## src/verilog/calc_pkg.sv

```systemverilog
package calc_pkg;

    localparam int WORD_W    = 16;                 // Operand and result width
    localparam int DIGIT_W   = 4;                  // Keypad code width
    localparam int ADD_STEPS = 4;                  // One nibble per step
    localparam int MUL_STEPS = 16;                 // One multiplier bit per step
    localparam int STEP_W    = 5;                  // Holds MUL_STEPS - 1 and more

    localparam logic [DIGIT_W-1:0] DIGIT_MAX = 4'd9;   // Largest decimal key

    // One-hot operator keys
    localparam logic [2:0] OP_ADD = 3'b001;        // Addition
    localparam logic [2:0] OP_SUB = 3'b010;        // Subtraction, wraps
    localparam logic [2:0] OP_MUL = 3'b100;        // Multiply, low half kept

    typedef enum logic [2:0] {
        GET_FIRST   = 3'b000,                      // Entering first operand
        GET_SECOND  = 3'b001,                      // Entering second operand
        LAUNCH      = 3'b010,                      // Start pulse to the units
        EXECUTE     = 3'b011,                      // Units stepping
        SHOW_RESULT = 3'b100                       // Result out, complete high
    } calc_state_t;

endpackage

```

## src/verilog/exec_if.sv

```systemverilog
`timescale 1ns/1ps

interface exec_if
    import calc_pkg::*;
();

    logic [WORD_W-1:0] operand_a;                  // From first accumulator
    logic [WORD_W-1:0] operand_b;                  // From second accumulator
    logic              sub;                        // Adder runs as subtractor
    logic              start;                      // One-cycle launch pulse
    logic [STEP_W-1:0] step_len;                   // Steps of this operation
    logic [STEP_W-1:0] step_idx;                   // Counts down to zero
    logic              last;                       // Final step in progress
    logic [WORD_W-1:0] sum_result;                 // Adder/subtractor output
    logic [WORD_W-1:0] mul_result;                 // Multiplier output

    modport ctrl (
        output sub, start, step_len,
        input  last, sum_result, mul_result
    );

    modport counter (
        input  start, step_len,
        output step_idx, last
    );

    modport adder (
        input  operand_a, operand_b, sub, start, step_idx,
        output sum_result
    );

    modport mult (
        input  operand_a, operand_b, start,
        output mul_result
    );

endinterface

```

## src/verilog/calc_control.sv

```systemverilog
`timescale 1ns/1ps

module calc_control
    import calc_pkg::*;
(
    input  logic               clk,
    input  logic               nRST,
    input  logic               read_input,      // Keystroke strobe
    input  logic [DIGIT_W-1:0] keypad_input,    // Key code of the strobe
    input  logic [2:0]         operator_input,  // One-hot operator level
    input  logic               equal_input,     // Equal key strobe
    output logic               load_a,          // Keystroke into first operand
    output logic               load_b,          // Keystroke into second operand
    output logic               clear_ops,       // Zero both operands
    exec_if.ctrl               exec,
    output logic               complete,        // One-cycle done pulse
    output logic [WORD_W-1:0]  display_output   // Held result
);

    calc_state_t       state;                   // Current FSM state
    calc_state_t       next_state;
    logic [2:0]        op_q;                    // Latched operator
    logic              op_valid;                // Operator key is one-hot
    logic              settle_q;                // Cycle after last
    logic [WORD_W-1:0] result_sel;              // Unit output for op_q

    assign op_valid = (operator_input == OP_ADD) ||
                      (operator_input == OP_SUB) ||
                      (operator_input == OP_MUL);

    // Raw keystroke routing, digit range checked in the accumulator
    assign load_a = read_input && (state == GET_FIRST);
    assign load_b = read_input && (state == GET_SECOND);

    assign clear_ops = (state == SHOW_RESULT);  // Next entry starts from zero
    assign complete  = (state == SHOW_RESULT);  // Single-cycle state

    assign exec.start    = (state == LAUNCH);
    assign exec.sub      = (op_q == OP_SUB);
    assign exec.step_len = (op_q == OP_MUL) ? STEP_W'(MUL_STEPS) : STEP_W'(ADD_STEPS);

    assign result_sel = (op_q == OP_MUL) ? exec.mul_result : exec.sum_result;

    always_comb begin
        next_state = state;                     // Hold by default
        case (state)
            GET_FIRST: begin
                if (op_valid) begin
                    next_state = GET_SECOND;    // Operator ends first operand
                end
            end
            GET_SECOND: begin
                if (equal_input) begin
                    next_state = LAUNCH;
                end
            end
            LAUNCH: begin
                next_state = EXECUTE;           // Start goes out for one cycle
            end
            EXECUTE: begin
                if (settle_q) begin
                    next_state = SHOW_RESULT;   // Last nibble written by now
                end
            end
            SHOW_RESULT: begin
                next_state = GET_FIRST;
            end
            default: begin
                next_state = GET_FIRST;         // Unused encodings recover
            end
        endcase
    end

    always_ff @(posedge clk or negedge nRST) begin
        if (!nRST) begin
            state          <= GET_FIRST;
            op_q           <= '0;
            settle_q       <= 1'b0;
            display_output <= '0;
        end else begin
            state    <= next_state;
            settle_q <= (state == EXECUTE) && exec.last;    // Wait one cycle
            if ((state == GET_FIRST) && op_valid) begin
                op_q <= operator_input;         // Keep until the next entry
            end
            if ((state == EXECUTE) && settle_q) begin
                display_output <= result_sel;   // Shown together with complete
            end
        end
    end

endmodule

```

## src/verilog/digit_accumulator.sv

```systemverilog
`timescale 1ns/1ps

module digit_accumulator
    import calc_pkg::*;
(
    input  logic               clk,
    input  logic               nRST,
    input  logic               load,            // Raw keystroke for this operand
    input  logic               clear,           // Zero the operand
    input  logic [DIGIT_W-1:0] digit,           // Key code, 0 to 15
    output logic [WORD_W-1:0]  value            // Operand so far
);

    logic              digit_ok;                // Decimal key only
    logic [WORD_W-1:0] times_ten;               // value * 8 + value * 2

    assign digit_ok  = (digit <= DIGIT_MAX);    // Keys 10 to 15 dropped
    assign times_ten = (value << 3) + (value << 1);     // Wraps at 2^16

    always_ff @(posedge clk or negedge nRST) begin
        if (!nRST) begin
            value <= '0;
        end else if (clear) begin
            value <= '0;                        // Clear wins over a key
        end else if (load && digit_ok) begin
            value <= times_ten + WORD_W'(digit);    // Shift in one decimal place
        end
    end

endmodule

```

## src/verilog/step_counter.sv

```systemverilog
`timescale 1ns/1ps

module step_counter
    import calc_pkg::*;
(
    input  logic clk,
    input  logic nRST,
    exec_if.counter timing
);

    logic [STEP_W-1:0] count;                   // Steps remaining minus one
    logic              running;                 // Operation in progress

    always_ff @(posedge clk or negedge nRST) begin
        if (!nRST) begin
            count   <= '0;
            running <= 1'b0;
        end else if (timing.start) begin
            count   <= timing.step_len - 1'b1;  // First index is len - 1
            running <= 1'b1;
        end else if (running) begin
            if (count == '0) begin
                running <= 1'b0;                // Idle after the last step
            end else begin
                count <= count - 1'b1;
            end
        end
    end

    assign timing.step_idx = count;
    assign timing.last     = running && (count == '0);   // High during final step

endmodule

```

## src/verilog/nibble_add_sub.sv

```systemverilog
`timescale 1ns/1ps

module nibble_add_sub
    import calc_pkg::*;
(
    input  logic clk,
    input  logic nRST,
    exec_if.adder alu
);

    logic              busy;                    // Steps still to run
    logic              carry;                   // Carry into current nibble
    logic [WORD_W-1:0] b_q;                     // Operand b, inverted for sub
    logic [1:0]        nib_sel;                 // Nibble of this step
    logic [3:0]        a_nib;
    logic [3:0]        b_nib;
    logic [3:0]        s_nib;                   // Nibble sum
    logic              carry_out;               // Into the next nibble

    // Index counts down while the nibbles go from low to high
    assign nib_sel = 2'(ADD_STEPS - 1 - alu.step_idx);

    assign a_nib = alu.operand_a[{nib_sel, 2'b00} +: 4];
    assign b_nib = b_q[{nib_sel, 2'b00} +: 4];

    always_comb begin
        {carry_out, s_nib} = {1'b0, a_nib} + {1'b0, b_nib} + {4'b0000, carry};
    end

    always_ff @(posedge clk or negedge nRST) begin
        if (!nRST) begin
            busy  <= 1'b0;
            carry <= 1'b0;
        end else if (alu.start) begin
            busy  <= 1'b1;
            carry <= alu.sub;                   // Plus one for two's complement
        end else if (busy) begin
            carry <= carry_out;
            if (alu.step_idx == '0) begin
                busy <= 1'b0;                   // Top nibble done
            end
        end
    end

    always_ff @(posedge clk) begin
        if (alu.start) begin
            b_q <= alu.sub ? ~alu.operand_b : alu.operand_b;
        end else if (busy) begin
            alu.sum_result[{nib_sel, 2'b00} +: 4] <= s_nib;   // One nibble per step
        end
    end

endmodule

```

## src/verilog/shift_add_multiplier.sv

```systemverilog
`timescale 1ns/1ps

module shift_add_multiplier
    import calc_pkg::*;
(
    input  logic clk,
    input  logic nRST,
    exec_if.mult mul
);

    logic [WORD_W-1:0] mcand;                   // Multiplicand, shifts left
    logic [WORD_W-1:0] mplier;                  // Multiplier, shifts right
    logic [WORD_W-1:0] acc;                     // Low half of partial product
    logic              add_now;                 // Current multiplier bit

    assign add_now = mplier[0];

    always_ff @(posedge clk or negedge nRST) begin
        if (!nRST) begin
            mcand  <= '0;
            mplier <= '0;                       // Zero multiplier means idle
            acc    <= '0;
        end else if (mul.start) begin
            mcand  <= mul.operand_a;
            mplier <= mul.operand_b;
            acc    <= '0;
        end else if (mplier != '0) begin
            if (add_now) begin
                acc <= acc + mcand;             // Bits above 15 fall off
            end
            mcand  <= mcand << 1;
            mplier <= mplier >> 1;              // At most sixteen steps
        end
    end

    assign mul.mul_result = acc;

endmodule

```

## src/verilog/calc_top.sv

```systemverilog
`timescale 1ns/1ps

module calc_top
    import calc_pkg::*;
(
    input  logic               clk,
    input  logic               nRST,
    input  logic               read_input,      // Keystroke strobe
    input  logic [DIGIT_W-1:0] keypad_input,    // Key code
    input  logic [2:0]         operator_input,  // One-hot operator
    input  logic               equal_input,     // Equal key
    output logic               complete,        // Result ready pulse
    output logic [WORD_W-1:0]  display_output   // Result register
);

    logic load_a;                               // Keystroke to first operand
    logic load_b;                               // Keystroke to second operand
    logic clear_ops;                            // Both operands to zero

    exec_if exec_bus ();

    calc_control ctrl (
        .clk            (clk),
        .nRST           (nRST),
        .read_input     (read_input),
        .keypad_input   (keypad_input),
        .operator_input (operator_input),
        .equal_input    (equal_input),
        .load_a         (load_a),
        .load_b         (load_b),
        .clear_ops      (clear_ops),
        .exec           (exec_bus.ctrl),
        .complete       (complete),
        .display_output (display_output)
    );

    digit_accumulator operand_a_reg (
        .clk   (clk),
        .nRST  (nRST),
        .load  (load_a),
        .clear (clear_ops),
        .digit (keypad_input),
        .value (exec_bus.operand_a)
    );

    digit_accumulator operand_b_reg (
        .clk   (clk),
        .nRST  (nRST),
        .load  (load_b),
        .clear (clear_ops),
        .digit (keypad_input),
        .value (exec_bus.operand_b)
    );

    step_counter counter (
        .clk    (clk),
        .nRST   (nRST),
        .timing (exec_bus.counter)
    );

    nibble_add_sub adder (
        .clk  (clk),
        .nRST (nRST),
        .alu  (exec_bus.adder)
    );

    shift_add_multiplier multiplier (
        .clk  (clk),
        .nRST (nRST),
        .mul  (exec_bus.mult)
    );

endmodule

```

## config.mk

```make
export PLATFORM = sky130hd
export DESIGN_NAME = calc_top
export DESIGN_NICKNAME = d
export VERILOG_FILES = /design/src/verilog/calc_pkg.sv /design/src/verilog/exec_if.sv /design/src/verilog/calc_control.sv /design/src/verilog/digit_accumulator.sv /design/src/verilog/step_counter.sv /design/src/verilog/nibble_add_sub.sv /design/src/verilog/shift_add_multiplier.sv /design/src/verilog/calc_top.sv
export SDC_FILE = /design/constraint.sdc
export NUM_CORES = 1
export LEC_CHECK = 0
export CELL_PAD_IN_SITES_DETAIL_PLACEMENT = 1
export CELL_PAD_IN_SITES_GLOBAL_PLACEMENT = 1
export CORE_AREA = 5 5 146 148
export DETAILED_ROUTE_END_ITERATION = 16
export DIE_AREA = 0 0 151 153
export DONT_BUFFER_PORTS = 1
export PLACE_DENSITY_LB_ADDON = 0.1
export REMOVE_ABC_BUFFERS = 1
export SYNTH_ARGS = -nofsm -noshare
export SYNTH_HDL_FRONTEND = slang
export SYNTH_HIERARCHICAL = 1
export SYNTH_SLANG_ARGS = --single-unit
```

## constraint.sdc

```tcl
create_clock -name clk -period 3.8 [get_ports clk]
set_input_delay 0.19 -clock clk [delete_from_list [all_inputs] [get_ports clk]]
set_output_delay 0.19 -clock clk [all_outputs]
set_load 0.05 [all_outputs]
```

== After elaboration in Yosys (flattened, before gate mapping) ==
Index checks and enable logic that the tools add are counted.

* Register bits: 143
* Latch bits: 0
* Bits in writable memories: 0
* Memory bits (read-only): 0
* Input port bits: 11
* Output and inout bits: 17
* Word-level logic and storage cells: 98
* Memories: 0

* Add/subtract/negate cells: 11
* Multipliers: 0
* Divide/modulo/power cells: 0
* Magnitude comparators: 1
* Equal/unequal tests: 13
* Shift-type cells: 4
* Muxes and demuxes: 29
* Bitwise operators: 2
* Reductions and logical operators: 23

{| class="wikitable"
|+ Operators by type and width
! kind !! count
|-
| 16-bit 2-to-1 mux || 13
|-
| 16-bit adder || 3
|-
| 16-bit by 4-bit adder with 16-bit output || 2
|-
| 16-bit by 5-bit variable part select with 4-bit output || 2
|-
| 5-bit 2-to-1 mux || 4
|-
| 16-bit bitwise mux || 1
|-
| 16-bit inverter || 1
|-
| 16-bit nonzero test || 1
|-
| 4-bit by 6-bit variable shift with 16-bit output (first input constant) || 1
|-
| 4-bit by 6-bit variable part select with 16-bit output || 1
|-
| 3-bit by 2-bit equality test with 1-bit output (second input constant) || 4
|-
| 3-bit one-hot mux with 4 select lines || 1
|-
| 2-bit nonzero test || 6
|-
| 5-bit by 1-bit subtractor with 5-bit output (second input constant) || 2
|-
| 3-bit equality test (second input constant) || 3
|-
| 3-bit 2-to-1 mux || 3
|-
| 1-bit logical AND || 8
|-
| 1-bit 2-to-1 mux || 7
|-
| 3-bit by 1-bit equality test with 1-bit output (second input constant) || 2
|-
| 2-bit by 1-bit != test with 1-bit output (second input constant) || 3
|-
| 4-bit negator with 6-bit output || 1
|-
| 2-bit AND reduction || 3
|-
| 4-bit by 4-bit adder with 5-bit output || 1
|-
| 5-bit by 1-bit adder with 5-bit output || 1
|-
| other kinds (8) || 9
|}

== Logic depth before layout (Yosys ltp) ==
Gate-level depths: netlist of run 1.

* Word-level depth: 6
* Depth in mapped cells: 9
* Mapped depth without buffers: 9

== Modules after synthesis ==
The synthesis of run 1 kept the hierarchy.

{| class="wikitable"
|+ By module, submodules not included
! module !! instances !! cells an instance !! area an instance (sq um) !! sequential area each (sq um)
|-
| shift_add_multiplier || 1 || 261 || 2677.6 || 1201.2
|-
| nibble_add_sub || 1 || 113 || 1780.5 || 1011.0
|-
| digit_accumulator (operand_b_reg) || 1 || 176 || 1545.2 || 400.4
|-
| digit_accumulator (operand_a_reg) || 1 || 164 || 1486.4 || 400.4
|-
| calc_control || 1 || 113 || 1198.6 || 575.6
|-
| step_counter || 1 || 43 || 409.1 || 150.1
|}

== Least setup slack after synthesis of run 1 ==
OpenSTA, ideal clock, no wires.

* Kind: register -> register
* From: register ctrl.state[1]
* To: register counter.count[4], in the netlist counter/timing.step_idx[4]
* Setup time: 69 ps
* Arrival time: 3707 ps
* Required time: 3731 ps
* Path slack: 24 ps
* Stages on the path, launching flop included: 9
* Buffers on the path: 2
* Period minus slack after synthesis: 3776 ps
* Path through: dfrtp_1 -> clkbuf_2 -> nor3b_1 -> clkbuf_1 -> mux2i_1 -> ha_1 -> o21ai_0 -> or4_1 -> nand3_1

* Longest elaborated chain between the ends: 3
* Elaborated cells between the ends (all ways): 5
* Classes of those cells: eq/ne (2); mux (1); reduce/logical (2)

{| class="wikitable"
|+ RTL lines
! item !! line !! RTL
|-
| start: declaration || calc_control.sv:20 || <nowiki>calc_state_t state;</nowiki>
|-
| start signal: assignment || calc_control.sv:81 || <nowiki>state <= next_state;</nowiki>
|-
| 3-bit by 2-bit equality test with 1-bit output * || calc_control.sv:38 || <nowiki>assign exec.start = (state == LAUNCH);</nowiki>
|-
| via exec_bus.start || exec_if.sv:10 || <nowiki>logic start;</nowiki>
|-
| 2-bit by 1-bit != test with 1-bit output (no source line) / 2-bit nonzero test (equally long branches) || -- ||
|-
| 2-bit AND reduction (no source line) || -- ||
|-
| end signal: assignment || step_counter.sv:19 || <nowiki>count <= timing.step_len - 1'b1;</nowiki>
|-
| end signal: assignment || step_counter.sv:25 || <nowiki>count <= count - 1'b1;</nowiki>
|-
| end: declaration || step_counter.sv:11 || <nowiki>logic [STEP_W-1:0] count;</nowiki>
|}

Mark *: on every way through the listed nets, which the timed path passes. The rest lies on a longest branch.
A chain may end at the register's enable or synchronous reset.

== Worst setup path in the final report of run 1 ==
* From: register operand_b_reg.value[0]
* To: register operand_b_reg.value[10]

* Longest elaborated chain between the ends: 4

{| class="wikitable"
|+ RTL lines
! item !! line !! RTL
|-
| start: declaration || digit_accumulator.sv:11 || <nowiki>output logic [WORD_W-1:0] value</nowiki>
|-
| start signal: assignment || digit_accumulator.sv:26 || <nowiki>value <= times_ten + WORD_W'(digit);</nowiki>
|-
| 16-bit adder || digit_accumulator.sv:18 || <nowiki>assign times_ten = (value << 3) + (value << 1);</nowiki>
|-
| 16-bit by 4-bit adder with 16-bit output || digit_accumulator.sv:26 ||
|-
| 16-bit 2-to-1 mux || digit_accumulator.sv:25 || <nowiki>end else if (load && digit_ok) begin</nowiki>
|-
| 16-bit 2-to-1 mux || digit_accumulator.sv:23 || <nowiki>end else if (clear) begin</nowiki>
|}

No other way between the ends. The select of a mux whose other input is x is not followed.

==> results of run 1 <==
## power breakdown
group          leakage [nW]  internal, mW  total (mW)  switching (mW)
Clock                 0.326          1.24        1.90           0.656
Sequential             1.75          2.18        2.93           0.755
Combinational          2.67          1.65        3.85            2.20
## worst min-delay path by stage
| stage | start | to | slack [ns] | depth (start not counted) |
|---|---|---|---|---|
| after floorplan | nRST | adder/busy | -0.11 | 0 |
| after global placement | nRST | ctrl/state[1] | -0.10 | 0 |
| after detailed placement | nRST | ctrl/display_output[1] | -0.10 | 0 |
| after CTS | operator_input[1] | ctrl/op_q[2] | 0.003 | 2 |
| after global routing | operator_input[1] | ctrl/op_q[2] | 0.005 | 2 |
| final | operator_input[1] | ctrl/op_q[2] | 0.01 | 3 |
## area by class of cell
| class | count | area [um2] |
|---|---|---|
| multi-input combinational | 666 | 5070 |
| tap | 270 | 338 |
| sequential | 143 | 3740 |
| timing repair buffer | 15 | 145 |
| inverter | 26 | 97.6 |
| clock inverter | 9 | 178 |
| fill | 2212 | 9850 |
| clock buffer | 23 | 489 |
## flip-flops by register name (all words and copies together) (netlist names), 16 cells and up
| register | cells |
|---|---|
| adder/alu.sum_result | 16 |
| adder/b_q | 16 |
| ctrl/display_output | 16 |
| multiplier/mcand | 16 |
| multiplier/mplier | 16 |
| multiplier/mul.mul_result | 16 |
| operand_a_reg/value | 16 |
| operand_b_reg/value | 16 |
## repair_timing
action / in CTS / in global routing
setup endpoints to repair: 0 / 0
hold endpoints to repair: 116 / 0
hold buffers: 6 / 0
## cell usage in the layout, fill, tap and decap left out, types with 4 or more instances in the layout
| cell | instances |
|---|---|
| sky130_fd_sc_hd__inv_1 | 25 |
| sky130_fd_sc_hd__nor4_1 | 7 |
| sky130_fd_sc_hd__or3_1 | 4 |
| sky130_fd_sc_hd__and3_1 | 13 |
| sky130_fd_sc_hd__mux2_2 | 17 |
| sky130_fd_sc_hd__o21ai_1 | 31 |
| sky130_fd_sc_hd__nand3b_1 | 5 |
| sky130_fd_sc_hd__and2_1 | 18 |
| sky130_fd_sc_hd__a31oi_1 | 7 |
| sky130_fd_sc_hd__o31ai_1 | 5 |
| sky130_fd_sc_hd__mux4_2 | 4 |
| sky130_fd_sc_hd__nor3_1 | 11 |
| sky130_fd_sc_hd__o21bai_1 | 5 |
| sky130_fd_sc_hd__nor2b_1 | 11 |
| sky130_fd_sc_hd__nor2_1 | 44 |
| sky130_fd_sc_hd__clkbuf_16 | 18 |
| sky130_fd_sc_hd__o211ai_1 | 10 |
| sky130_fd_sc_hd__mux4_1 | 4 |
| sky130_fd_sc_hd__mux2i_1 | 45 |
| sky130_fd_sc_hd__dfrtp_1 | 111 |
| sky130_fd_sc_hd__edfxtp_1 | 32 |
| sky130_fd_sc_hd__nand2_1 | 96 |
| sky130_fd_sc_hd__bufinv_16 | 5 |
| sky130_fd_sc_hd__ha_1 | 76 |
| sky130_fd_sc_hd__o21ai_0 | 26 |
| sky130_fd_sc_hd__xnor2_1 | 18 |
| sky130_fd_sc_hd__fa_1 | 7 |
| sky130_fd_sc_hd__xor2_1 | 28 |
| sky130_fd_sc_hd__a211oi_1 | 7 |
| sky130_fd_sc_hd__a21oi_1 | 44 |
| sky130_fd_sc_hd__a22o_1 | 4 |
| sky130_fd_sc_hd__nand2b_1 | 7 |
| sky130_fd_sc_hd__a211o_1 | 6 |
| sky130_fd_sc_hd__dlygate4sd3_1 | 5 |
| sky130_fd_sc_hd__nand3_1 | 21 |
| sky130_fd_sc_hd__a21o_1 | 18 |
| sky130_fd_sc_hd__buf_4 | 9 |
## kinds of logic (layout without fill, tap and decap cells)
kind of cell               after synthesis  count (layout)  synth area share [%]
xor gates and xnor gates                46              46                  4.43
DFF                                    143             143                  41.1
and+or+nand+nor                        263             263                  14.8
muxes                                   72              72                  9.45
AOI/OAI and AO/OA                      199             199                  14.8
buffers and inverters                   63              73                  3.40
adders and majority gates               83              83                  12.0
other                                    1               3                0.0412
## critical path: stages, from the launching register on
cell and delay [ns]:
sky130_fd_sc_hd__dfrtp_1 0.45, sky130_fd_sc_hd__inv_1 0.09, sky130_fd_sc_hd__fa_1 0.53, sky130_fd_sc_hd__inv_1 0.07, sky130_fd_sc_hd__fa_1 0.46, sky130_fd_sc_hd__a21o_1 0.22
sky130_fd_sc_hd__a31oi_2 0.25, sky130_fd_sc_hd__a21boi_1 0.11, sky130_fd_sc_hd__or3_1 0.32, sky130_fd_sc_hd__a32o_1 0.26
## layer usage
layer	wire [um]	track usage [%]	up-vias	part of all wire, %
met5	0	0	-	0
met4	458	6.74	0	2.0
met3	586	2.84	24	2.5
met2	11400	35.0	78	49
met1	10600	27.2	3362	46
li1	-	-	3165	-
==> results.toml, run 1 <==
[outcome]
status = "finished, final reports clean"

[critical_path]
worstPathRequired_ns = 4.11
critical_path.startpoint_type = "flip-flop"
worst_setup_path_endpoint = "operand_b_reg/value[10]"
worst_r2r_path_depth = 9
crit_arrival_ns = 3.18
end_kind = "flip-flop"
worst-setup-path-type = "flip-flop to flip-flop"
critPathLaunch = "operand_b_reg/value[0]"
reg2reg_slack_ns = 0.93
rr_endpoint = "operand_b_reg/value[10]"
critical_path.reg2reg.startpoint = "operand_b_reg/value[0]"
critPathMaxFanout = 5

[sta]
max_slew_margin_pct = 47.2
post-route-period-util_pct = 75.6
fin_worst_skew_ns = 0.00864
setup_tns_ns = 0
unrepaired_setup_endpoints_after_global_routing = "false"
slew_viol_final = 0
worst_slack_ns = 0.927
finalWorstPathRequiredPeriod_ns = 2.87
timing.fmax_mhz = 348
hold_viol_final = 0
whs_ns = 0.0117
final_setup_violation_count = 0
worstMarginPinSlew_ns = 0.789

[synthesis]
yosysWarningCount = 6
synth_ff_type = "sky130_fd_sc_hd__dfrtp_1"
synth-seq-cells = 143
synthTopCellsByCount = "111 x sky130_fd_sc_hd__dfrtp_1, 96 x sky130_fd_sc_hd__nand2_1, 76 x sky130_fd_sc_hd__ha_1, 45 x sky130_fd_sc_hd__mux2i_1"
synth-edff-count = 32
portion_of_synthesized_cell_area_occupied_by_the_leading_cell_type_pct = 30.5
post_synth.cell_area_avg_um2 = 10.5
postSynthCellCount = 870
syn_area_um2 = 9100
most_instantiated_library_cell_after_synthesis = "sky130_fd_sc_hd__dfrtp_1"
async_set_or_reset_flop_fraction_in_the_synthesized_netlist_pct = 77.6
synth_area_leaders = "sky130_fd_sc_hd__dfrtp_1 31%, sky130_fd_sc_hd__edfxtp_1 11%, sky130_fd_sc_hd__ha_1 10%"
ys_types = 84
synth_area_leader_cell = "sky130_fd_sc_hd__dfrtp_1"
synth_sequential_area_ratio_pct = 41.1

[run]
max-cap-violations = 0

[drt]
viasPerCell = 5.75
drc_violations_left = 0
detailedRoute.firstPassIterationCount = 4
totalWireLength_mm = 23.1
wl_per_cell_um = 20.0
routed_via_count = 6629
drt.antenna.violating_nets = 0
initialDrtViolationCount = 294

[cts]
post_cts_buffers = 0
numClockSinks = 143
insertion_delay_ns = 0.42
number_of_buffers_created_by_cts = 17
clk_path_buf_depth = 2
cts.clk_slew.worst_paths_ns = 0.06
clock_tree.root_cell = "sky130_fd_sc_hd__clkbuf_16"
tritoncts = "done"
cts_max_level = 4
post_cts.resized_instances = 0

[placement]
placedCellCount = 1114
portBuffers = 0
dpl-instance-area_um2 = 9320
place.gp.congestion = 0.865
hpwl_mm = 17.1
pre_cts_slack_ns = 0.977

[worst_hold_path]
hold_class = "input pin to flip-flop"

[power]
report.power.total_mw = 8.68
power_leakage_nw = 4.75
vdd.ir_drop.worst_uv = 458
pwr_density_cell_nw_per_um2 = 863

[grt]
grt_use_total_pct = 20.7
antenna_found_initial = 0
grt_start_max_net_pins = 112
grt-ovfl-total = 0
number_of_global_route_vias_before_repair = 7200
grt_pass1_wl_mm = 38.0

[floorplan]
floorplan.initialDensity_pct = 45.7
die_w_um = 151
fp.dieArea_um2 = 23100
placementRows = 52
io-pin-count = 28
coreArea_um2 = 19900
die_h_um = 153

[finish]
area_delta_synth_final_pct = 10.6
num-nets-final = 963
antennaDiodeCount = 0
stdcell_count = 1152
drive_above_1_share_pct = 10.1
finalInstanceArea_um2 = 10100
layout.core_utilization_pct = 50.5
Power figures use the tool's default switching activity.
==> inputs of run 2 (changes only) <==
- ABC_AREA: unset -> 1
- clock period: 3.8 -> 2.65 ns (I/O delays scaled with it)
==> results.toml, run 2 <==
[outcome]
status = "finished, violations left"
violations = "negative hold slack"

[placement]
hpwl_mm = 19.4
portBuffers = 0
placedCellCount = 1499
place.gp.congestion = 0.835

[drt]
detailedRoute.firstPassIterationCount = 4
totalWireLength_mm = 25.4
routed_via_count = 8096
drc_violations_left = 0
initialDrtViolationCount = 315
wl_per_cell_um = 16.6
drt.antenna.violating_nets = 0
viasPerCell = 5.27

[critical_path]
worst-path-buf-inv = 1
worst_path_cell_chain = "inv_2 -> o21ai_0 -> o22ai_1 -> fa_1 -> fa_1 -> xnor2_2 -> nor2_1 -> nand2_1 -> nor2_1"
end_kind = "flip-flop"
worstPathRequired_ns = 2.80
worst_path_largest_cell_delay_ns = 0.46
worst-setup-path-type = "flip-flop to flip-flop"
timing.critical_path.slowest_stage_cell = "sky130_fd_sc_hd__dfrtp_2"
crit_arrival_ns = 2.62
critical_path.startpoint_type = "flip-flop"
path_delay_family = "adder cells"
critPathMaxFanout = 12

[finish]
commonest_non_fill_non_tap_cell_in_the_layout = "sky130_fd_sc_hd__nand2_1"
antennaDiodeCount = 0
layout.core_utilization_pct = 52.3
total_of_fill_cells_in_the_finished_design = 2539
stdcell_count = 1537
area_delta_synth_final_pct = 8.64
drive_above_1_share_pct = 10.4
mostFrequentLayoutCells = "371 x sky130_fd_sc_hd__nand2_1, 162 x sky130_fd_sc_hd__inv_1, 110 x sky130_fd_sc_hd__dfrtp_1, 97 x sky130_fd_sc_hd__nor2_1, 92 x sky130_fd_sc_hd__nand3_1"
num-nets-final = 1348

[cts]
post_cts_hold_buffer_count = 6
tritoncts = "done"
numClockSinks = 143
cts.clk_slew.worst_paths_ns = 0.06
clock_tree.root_cell = "sky130_fd_sc_hd__clkbuf_16"
post_cts_buffers = 0
number_of_buffers_created_by_cts = 17
clk_path_buf_depth = 2
cts_max_level = 4
insertion_delay_ns = 0.42

[synthesis]
portion_of_synthesized_cell_area_occupied_by_the_leading_cell_type_pct = 29.0
postSynthCellCount = 1243
synth_area_leader_cell = "sky130_fd_sc_hd__dfrtp_1"
post_synth.cell_area_avg_um2 = 7.71
yosysWarningCount = 6
ys_types = 43
synth_sequential_area_ratio_pct = 39.0
syn_area_um2 = 9580
synthTopCellsByCount = "371 x sky130_fd_sc_hd__nand2_1, 162 x sky130_fd_sc_hd__inv_1, 111 x sky130_fd_sc_hd__dfrtp_1, 98 x sky130_fd_sc_hd__nor2_1, 92 x sky130_fd_sc_hd__nand3_1"
most_instantiated_library_cell_after_synthesis = "sky130_fd_sc_hd__nand2_1"
synth-seq-cells = 143
async_set_or_reset_flop_fraction_in_the_synthesized_netlist_pct = 77.6
synth_area_leaders = "sky130_fd_sc_hd__dfrtp_1 29%, sky130_fd_sc_hd__nand2_1 15%, sky130_fd_sc_hd__edfxtp_1 10%"
synth-edff-count = 32
synth_ff_type = "sky130_fd_sc_hd__dfrtp_1"

[power]
p_sw_share_pct = 24.9
pwr_density_cell_nw_per_um2 = 480
pwr-share-seq_pct = 46.8
p_int_mw = 3.76
power_leakage_nw = 5.48
vdd.ir_drop.worst_uv = 436
clock_power_share_pct = 43.9
power_frac_comb_pct = 9.3
switching_power_of_the_nets_mw = 1.25

[floorplan]
floorplan.initialDensity_pct = 48.1
die_h_um = 153
die_w_um = 151
fp.dieArea_um2 = 23100
placementRows = 52
io-pin-count = 28
coreArea_um2 = 19900

[run]
max-cap-violations = 0

[grt]
gr-usage-met2_pct = 36.9
grt_use_total_pct = 23.3
grt_util_met3_pct = 3.38
number_of_global_route_vias_before_repair = 8534
grt-ovfl-total = 0
grt_start_max_net_pins = 112
grt_pass1_wl_mm = 43.5
antenna_found_initial = 0
met1_track_demand_over_resource_in_global_routing_pct = 33.7
grt_most_used_layer = "met2"

[sta]
max_slew_margin_pct = 27.3
post-route-period-util_pct = 93.3
unrepaired_setup_endpoints_after_global_routing = "false"
whs_ns = -0.590
final_setup_violation_count = 0
timing.fmax_mhz = 405
fin_worst_skew_ns = 0.00894
hold_viol_final = 111
finalWorstPathRequiredPeriod_ns = 2.47
worstMarginPinSlew_ns = 1.09
slew_viol_final = 0

[worst_hold_path]
hold_class = "input pin to asynchronous set/reset pin"
## run 2: metrics by stage
| step | setup WS [ns] | power [mW] | area [um2] | setup TNS (ns) |
|---|---|---|---|---|
| floorplan | -1.77 | 2.71 | 9360 | -115.76 |
| global placement | 0.141 | 2.81 | 9820 | 0 |
| detailed placement | 0.0426 | 2.83 | 9820 | 0 |
| CTS | 0.00818 | 5.05 | 10400 | 0 |
| global route | 0.0663 | 5.23 | 10400 | 0 |
| finish | 0.179 | 5.00 | 10400 | 0 |
## run 2: routing by layer
layer	wire length (um)	vias up
met5	0	-
met4	323	0
met3	854	20
met2	11800	109
met1	12500	3963
li1	-	4004
## run 2: kinds of logic (layout without fill, tap and decap cells)
group	after synthesis	after routing	synth area share (%)
flip-flops	143	143	39.0
AO/OA/AOI/OAI	141	141	8.62
other	1	3	0.0391
XOR/XNOR	26	26	2.38
adder cells (fa/ha/maj)	83	83	11.4
buffers and inverters	207	229	9.39
AND/OR/NAND/NOR	642	642	29.2
## run 2: final cells by class
class / count / area, um2 / share of cell area [%]
sequential: 143 / 3740 / 35.9
multi-input combinational: 895 / 4980 / 47.8
clock inverter: 9 / 67.6 / 0.649
clock buffer: 23 / 458 / 4.40
timing repair buffer: 19 / 158 / 1.51
inverter: 178 / 673 / 6.47
tap: 270 / 338 / 3.24
## run 2: final timing paths
| path | from | to | slack (ns) | cells after the start |
|---|---|---|---|---|
| worst max-delay path | counter/timing.step_idx[0] | adder/alu.sum_result[14] | 0.18 | 9 |
| worst min-delay path | nRST | operand_b_reg/value[8] | -0.59 | 0 |
| worst max register to register | counter/timing.step_idx[0] | adder/alu.sum_result[14] | 0.18 | 9 |
| worst min register to register | ctrl/op_q[1] | ctrl/op_q[1] | 0.50 | 2 |
| max in group asynchronous | nRST | counter/timing.step_idx[0] | 3.04 | 0 |
| min in group clk | operator_input[2] | ctrl/op_q[2] | 0.06 | 4 |
## run 2: power groups by stage
stage	combinational, mW	clock [mW]	sequential (mW)
6_report	0.463	2.20	2.34
5_1_grt	0.536	2.35	2.35
4_1_cts	0.465	2.25	2.34
3_5_place_dp	0.451	0	2.38
3_3_place_gp	0.430	0	2.38
2_1_floorplan	0.353	0	2.36
## run 2: what timing repair did
| item | CTS | global route |
|---|---|---|
| endpoints found under the setup margin | 0 | 2 |
| resized for setup | 0 | 2 |
| endpoints found under the hold margin | 119 | 111 |
==> inputs of run 3 (changes only) <==
- GPL_TIMING_DRIVEN: unset -> 0
==> results.toml, run 3 (synthesis results as in run 2) <==
[critical_path]
worst_r2r_path_depth = 9
worstPathRequired_ns = 2.82
worst-setup-path-type = "flip-flop to flip-flop"
end_kind = "flip-flop"
critical_path.reg2reg.startpoint = "counter/timing.step_idx[0]"
timing.critical_path.slowest_stage_cell = "sky130_fd_sc_hd__dfrtp_4"
crit_arrival_ns = 2.74
critical_path.startpoint_type = "flip-flop"
critPathMaxFanout = 6
worst_path_cell_chain = "clkbuf_4 -> nor2_1 -> o22ai_1 -> fa_1 -> fa_2 -> xnor2_2 -> nor2_1 -> nand2_1 -> nor2_1"
reg2reg_slack_ns = 0.08
worst_path_largest_cell_delay_ns = 0.54
rr_endpoint = "adder/alu.sum_result[14]"
cell_occurring_most_often_along_the_worst_timing_path = "sky130_fd_sc_hd__nor2_1"

[cts]
numClockSinks = 143
post_cts_hold_buffer_count = 6
cts_max_level = 4
tritoncts = "done"
number_of_buffers_created_by_cts = 17
clock_tree.root_cell = "sky130_fd_sc_hd__clkbuf_16"
clk_path_buf_depth = 2
cts.clk_slew.worst_paths_ns = 0.06
insertion_delay_ns = 0.43

[finish]
mostFrequentLayoutCells = "371 x sky130_fd_sc_hd__nand2_1, 161 x sky130_fd_sc_hd__inv_1, 106 x sky130_fd_sc_hd__dfrtp_1, 96 x sky130_fd_sc_hd__nor2_1, 91 x sky130_fd_sc_hd__nand3_1"
drive_above_1_share_pct = 11.9
num-nets-final = 1353
commonest_non_fill_non_tap_cell_in_the_layout = "sky130_fd_sc_hd__nand2_1"
finalInstanceArea_um2 = 10500
total_of_fill_cells_in_the_finished_design = 2523
antennaDiodeCount = 0
area_delta_synth_final_pct = 9.91

[sta]
finalWorstPathRequiredPeriod_ns = 2.57
final_setup_violation_count = 0
post-route-period-util_pct = 96.9
unrepaired_setup_endpoints_after_global_routing = "false"
whs_ns = -0.603
hold_viol_final = 111
max_slew_margin_pct = 43.2
slew_viol_final = 0
setup_tns_ns = 0
worstMarginPinSlew_ns = 0.850
fin_worst_skew_ns = 0.00914
worst_slack_ns = 0.0821
timing.fmax_mhz = 389

[floorplan]
floorplan.initialDensity_pct = 48.1
coreArea_um2 = 19900
io-pin-count = 28
fp.dieArea_um2 = 23100
placementRows = 52
die_h_um = 153
die_w_um = 151

[placement]
portBuffers = 0
place.gp.congestion = 0.815
dpl-instance-area_um2 = 9780
pre_cts_slack_ns = -0.751
hpwl_mm = 18.6

[power]
power_leakage_nw = 5.49
pwr-share-seq_pct = 45.9
p_int_mw = 3.69
clock_power_share_pct = 44.9
switching_power_of_the_nets_mw = 1.41
pwr_density_cell_nw_per_um2 = 484
power_frac_comb_pct = 9.2
vdd.ir_drop.worst_uv = 381
p_sw_share_pct = 27.6

[grt]
grt-ovfl-total = 0
antenna_found_initial = 0
gr-usage-met2_pct = 36.7
number_of_global_route_vias_before_repair = 8213
grt_use_total_pct = 22.6
grt_util_met3_pct = 3.70
met1_track_demand_over_resource_in_global_routing_pct = 31.1
grt_most_used_layer = "met2"
grt_start_max_net_pins = 112
grt_pass1_wl_mm = 41.6

[drt]
drt.antenna.violating_nets = 0
detailedRoute.firstPassIterationCount = 4
viasPerCell = 5.24
routed_via_count = 8086
wl_per_cell_um = 16.4
totalWireLength_mm = 25.2
drc_violations_left = 0
initialDrtViolationCount = 336

[outcome]
status = "finished, violations left"
violations = "negative hold slack"

[worst_hold_path]
hold_class = "input pin to asynchronous set/reset pin"

[run]
max-cap-violations = 0
-- run 3: power by group through the flow --
stage / clock network, mW / logic (mW) / registers, mW
after floorplan: 0 / 0.353 / 2.36
after global placement: 0 / 0.432 / 2.38
after detailed placement: 0 / 0.456 / 2.38
after CTS: 2.32 / 0.469 / 2.34
after global routing: 2.44 / 0.536 / 2.34
final: 2.29 / 0.469 / 2.34
-- run 3: critical path: cells and delay by family, from the launching register on --
family / cells / cell delay, ns
buf+inv: 1 / 0.21
fa+ha+maj: 2 / 0.82
xor+xnor: 1 / 0.22
flops: 1 / 0.54
compound gates: 1 / 0.13
simple gates: 4 / 0.39
-- run 3: area by class of cell --
cell class / instances / area, um2 / share of cell area (%)
Clock buffer: 17 / 425 / 4.04
Clock inverter: 15 / 129 / 1.22
Inverter: 178 / 679 / 6.45
Multi-Input combinational cell: 897 / 5000 / 47.5
Sequential cell: 143 / 3750 / 35.6
Tap cell: 270 / 338 / 3.21
Timing Repair Buffer: 22 / 211 / 2.01
-- run 3: per-stage QoR --
step	power, mW	utilization (%)	hold WS [ns]	instances
floorplan	2.71	-	-0.163	1216
global placement	2.81	48.7	-0.159	1486
detailed placement	2.84	49.1	-0.157	1491
CTS	5.13	52.5	-0.619	1533
global route	5.32	52.9	-0.626	1542
finish	5.09	52.9	-0.603	1542
-- run 3: timing repair --
action / 4_1_cts / 5_1_grt
gates cloned: 1 / 1
setup buffers: 3 / 8
pin swaps: 1 / 2
endpoints found under the hold margin: 120 / 111
endpoints found under the setup margin: 19 / 10
resized for setup: 6 / 7
-- run 3: worst max-delay path by stage --
stage                                from                       endpoint  slack (ns)  cells past startpoint
2_1_floorplan               ctrl/state[0]           multiplier/mcand[10]       -1.77                      6
3_3_place_gp                ctrl/state[2]  multiplier/mul.mul_result[10]       -3.75                      6
3_5_place_dp   counter/timing.step_idx[0]       adder/alu.sum_result[14]       -0.75                      9
4_1_cts        counter/timing.step_idx[1]       adder/alu.sum_result[14]       0.007                      9
5_1_grt        counter/timing.step_idx[0]                    adder/carry        0.02                      9
6_report       counter/timing.step_idx[0]       adder/alu.sum_result[14]        0.08                      9
-- run 3: routing by layer --
layer / up-vias / routed length (um)
li1: 4011 / -
met1: 3948 / 12100
met2: 99 / 11900
met3: 28 / 766
met4: 0 / 420
met5: - / 0
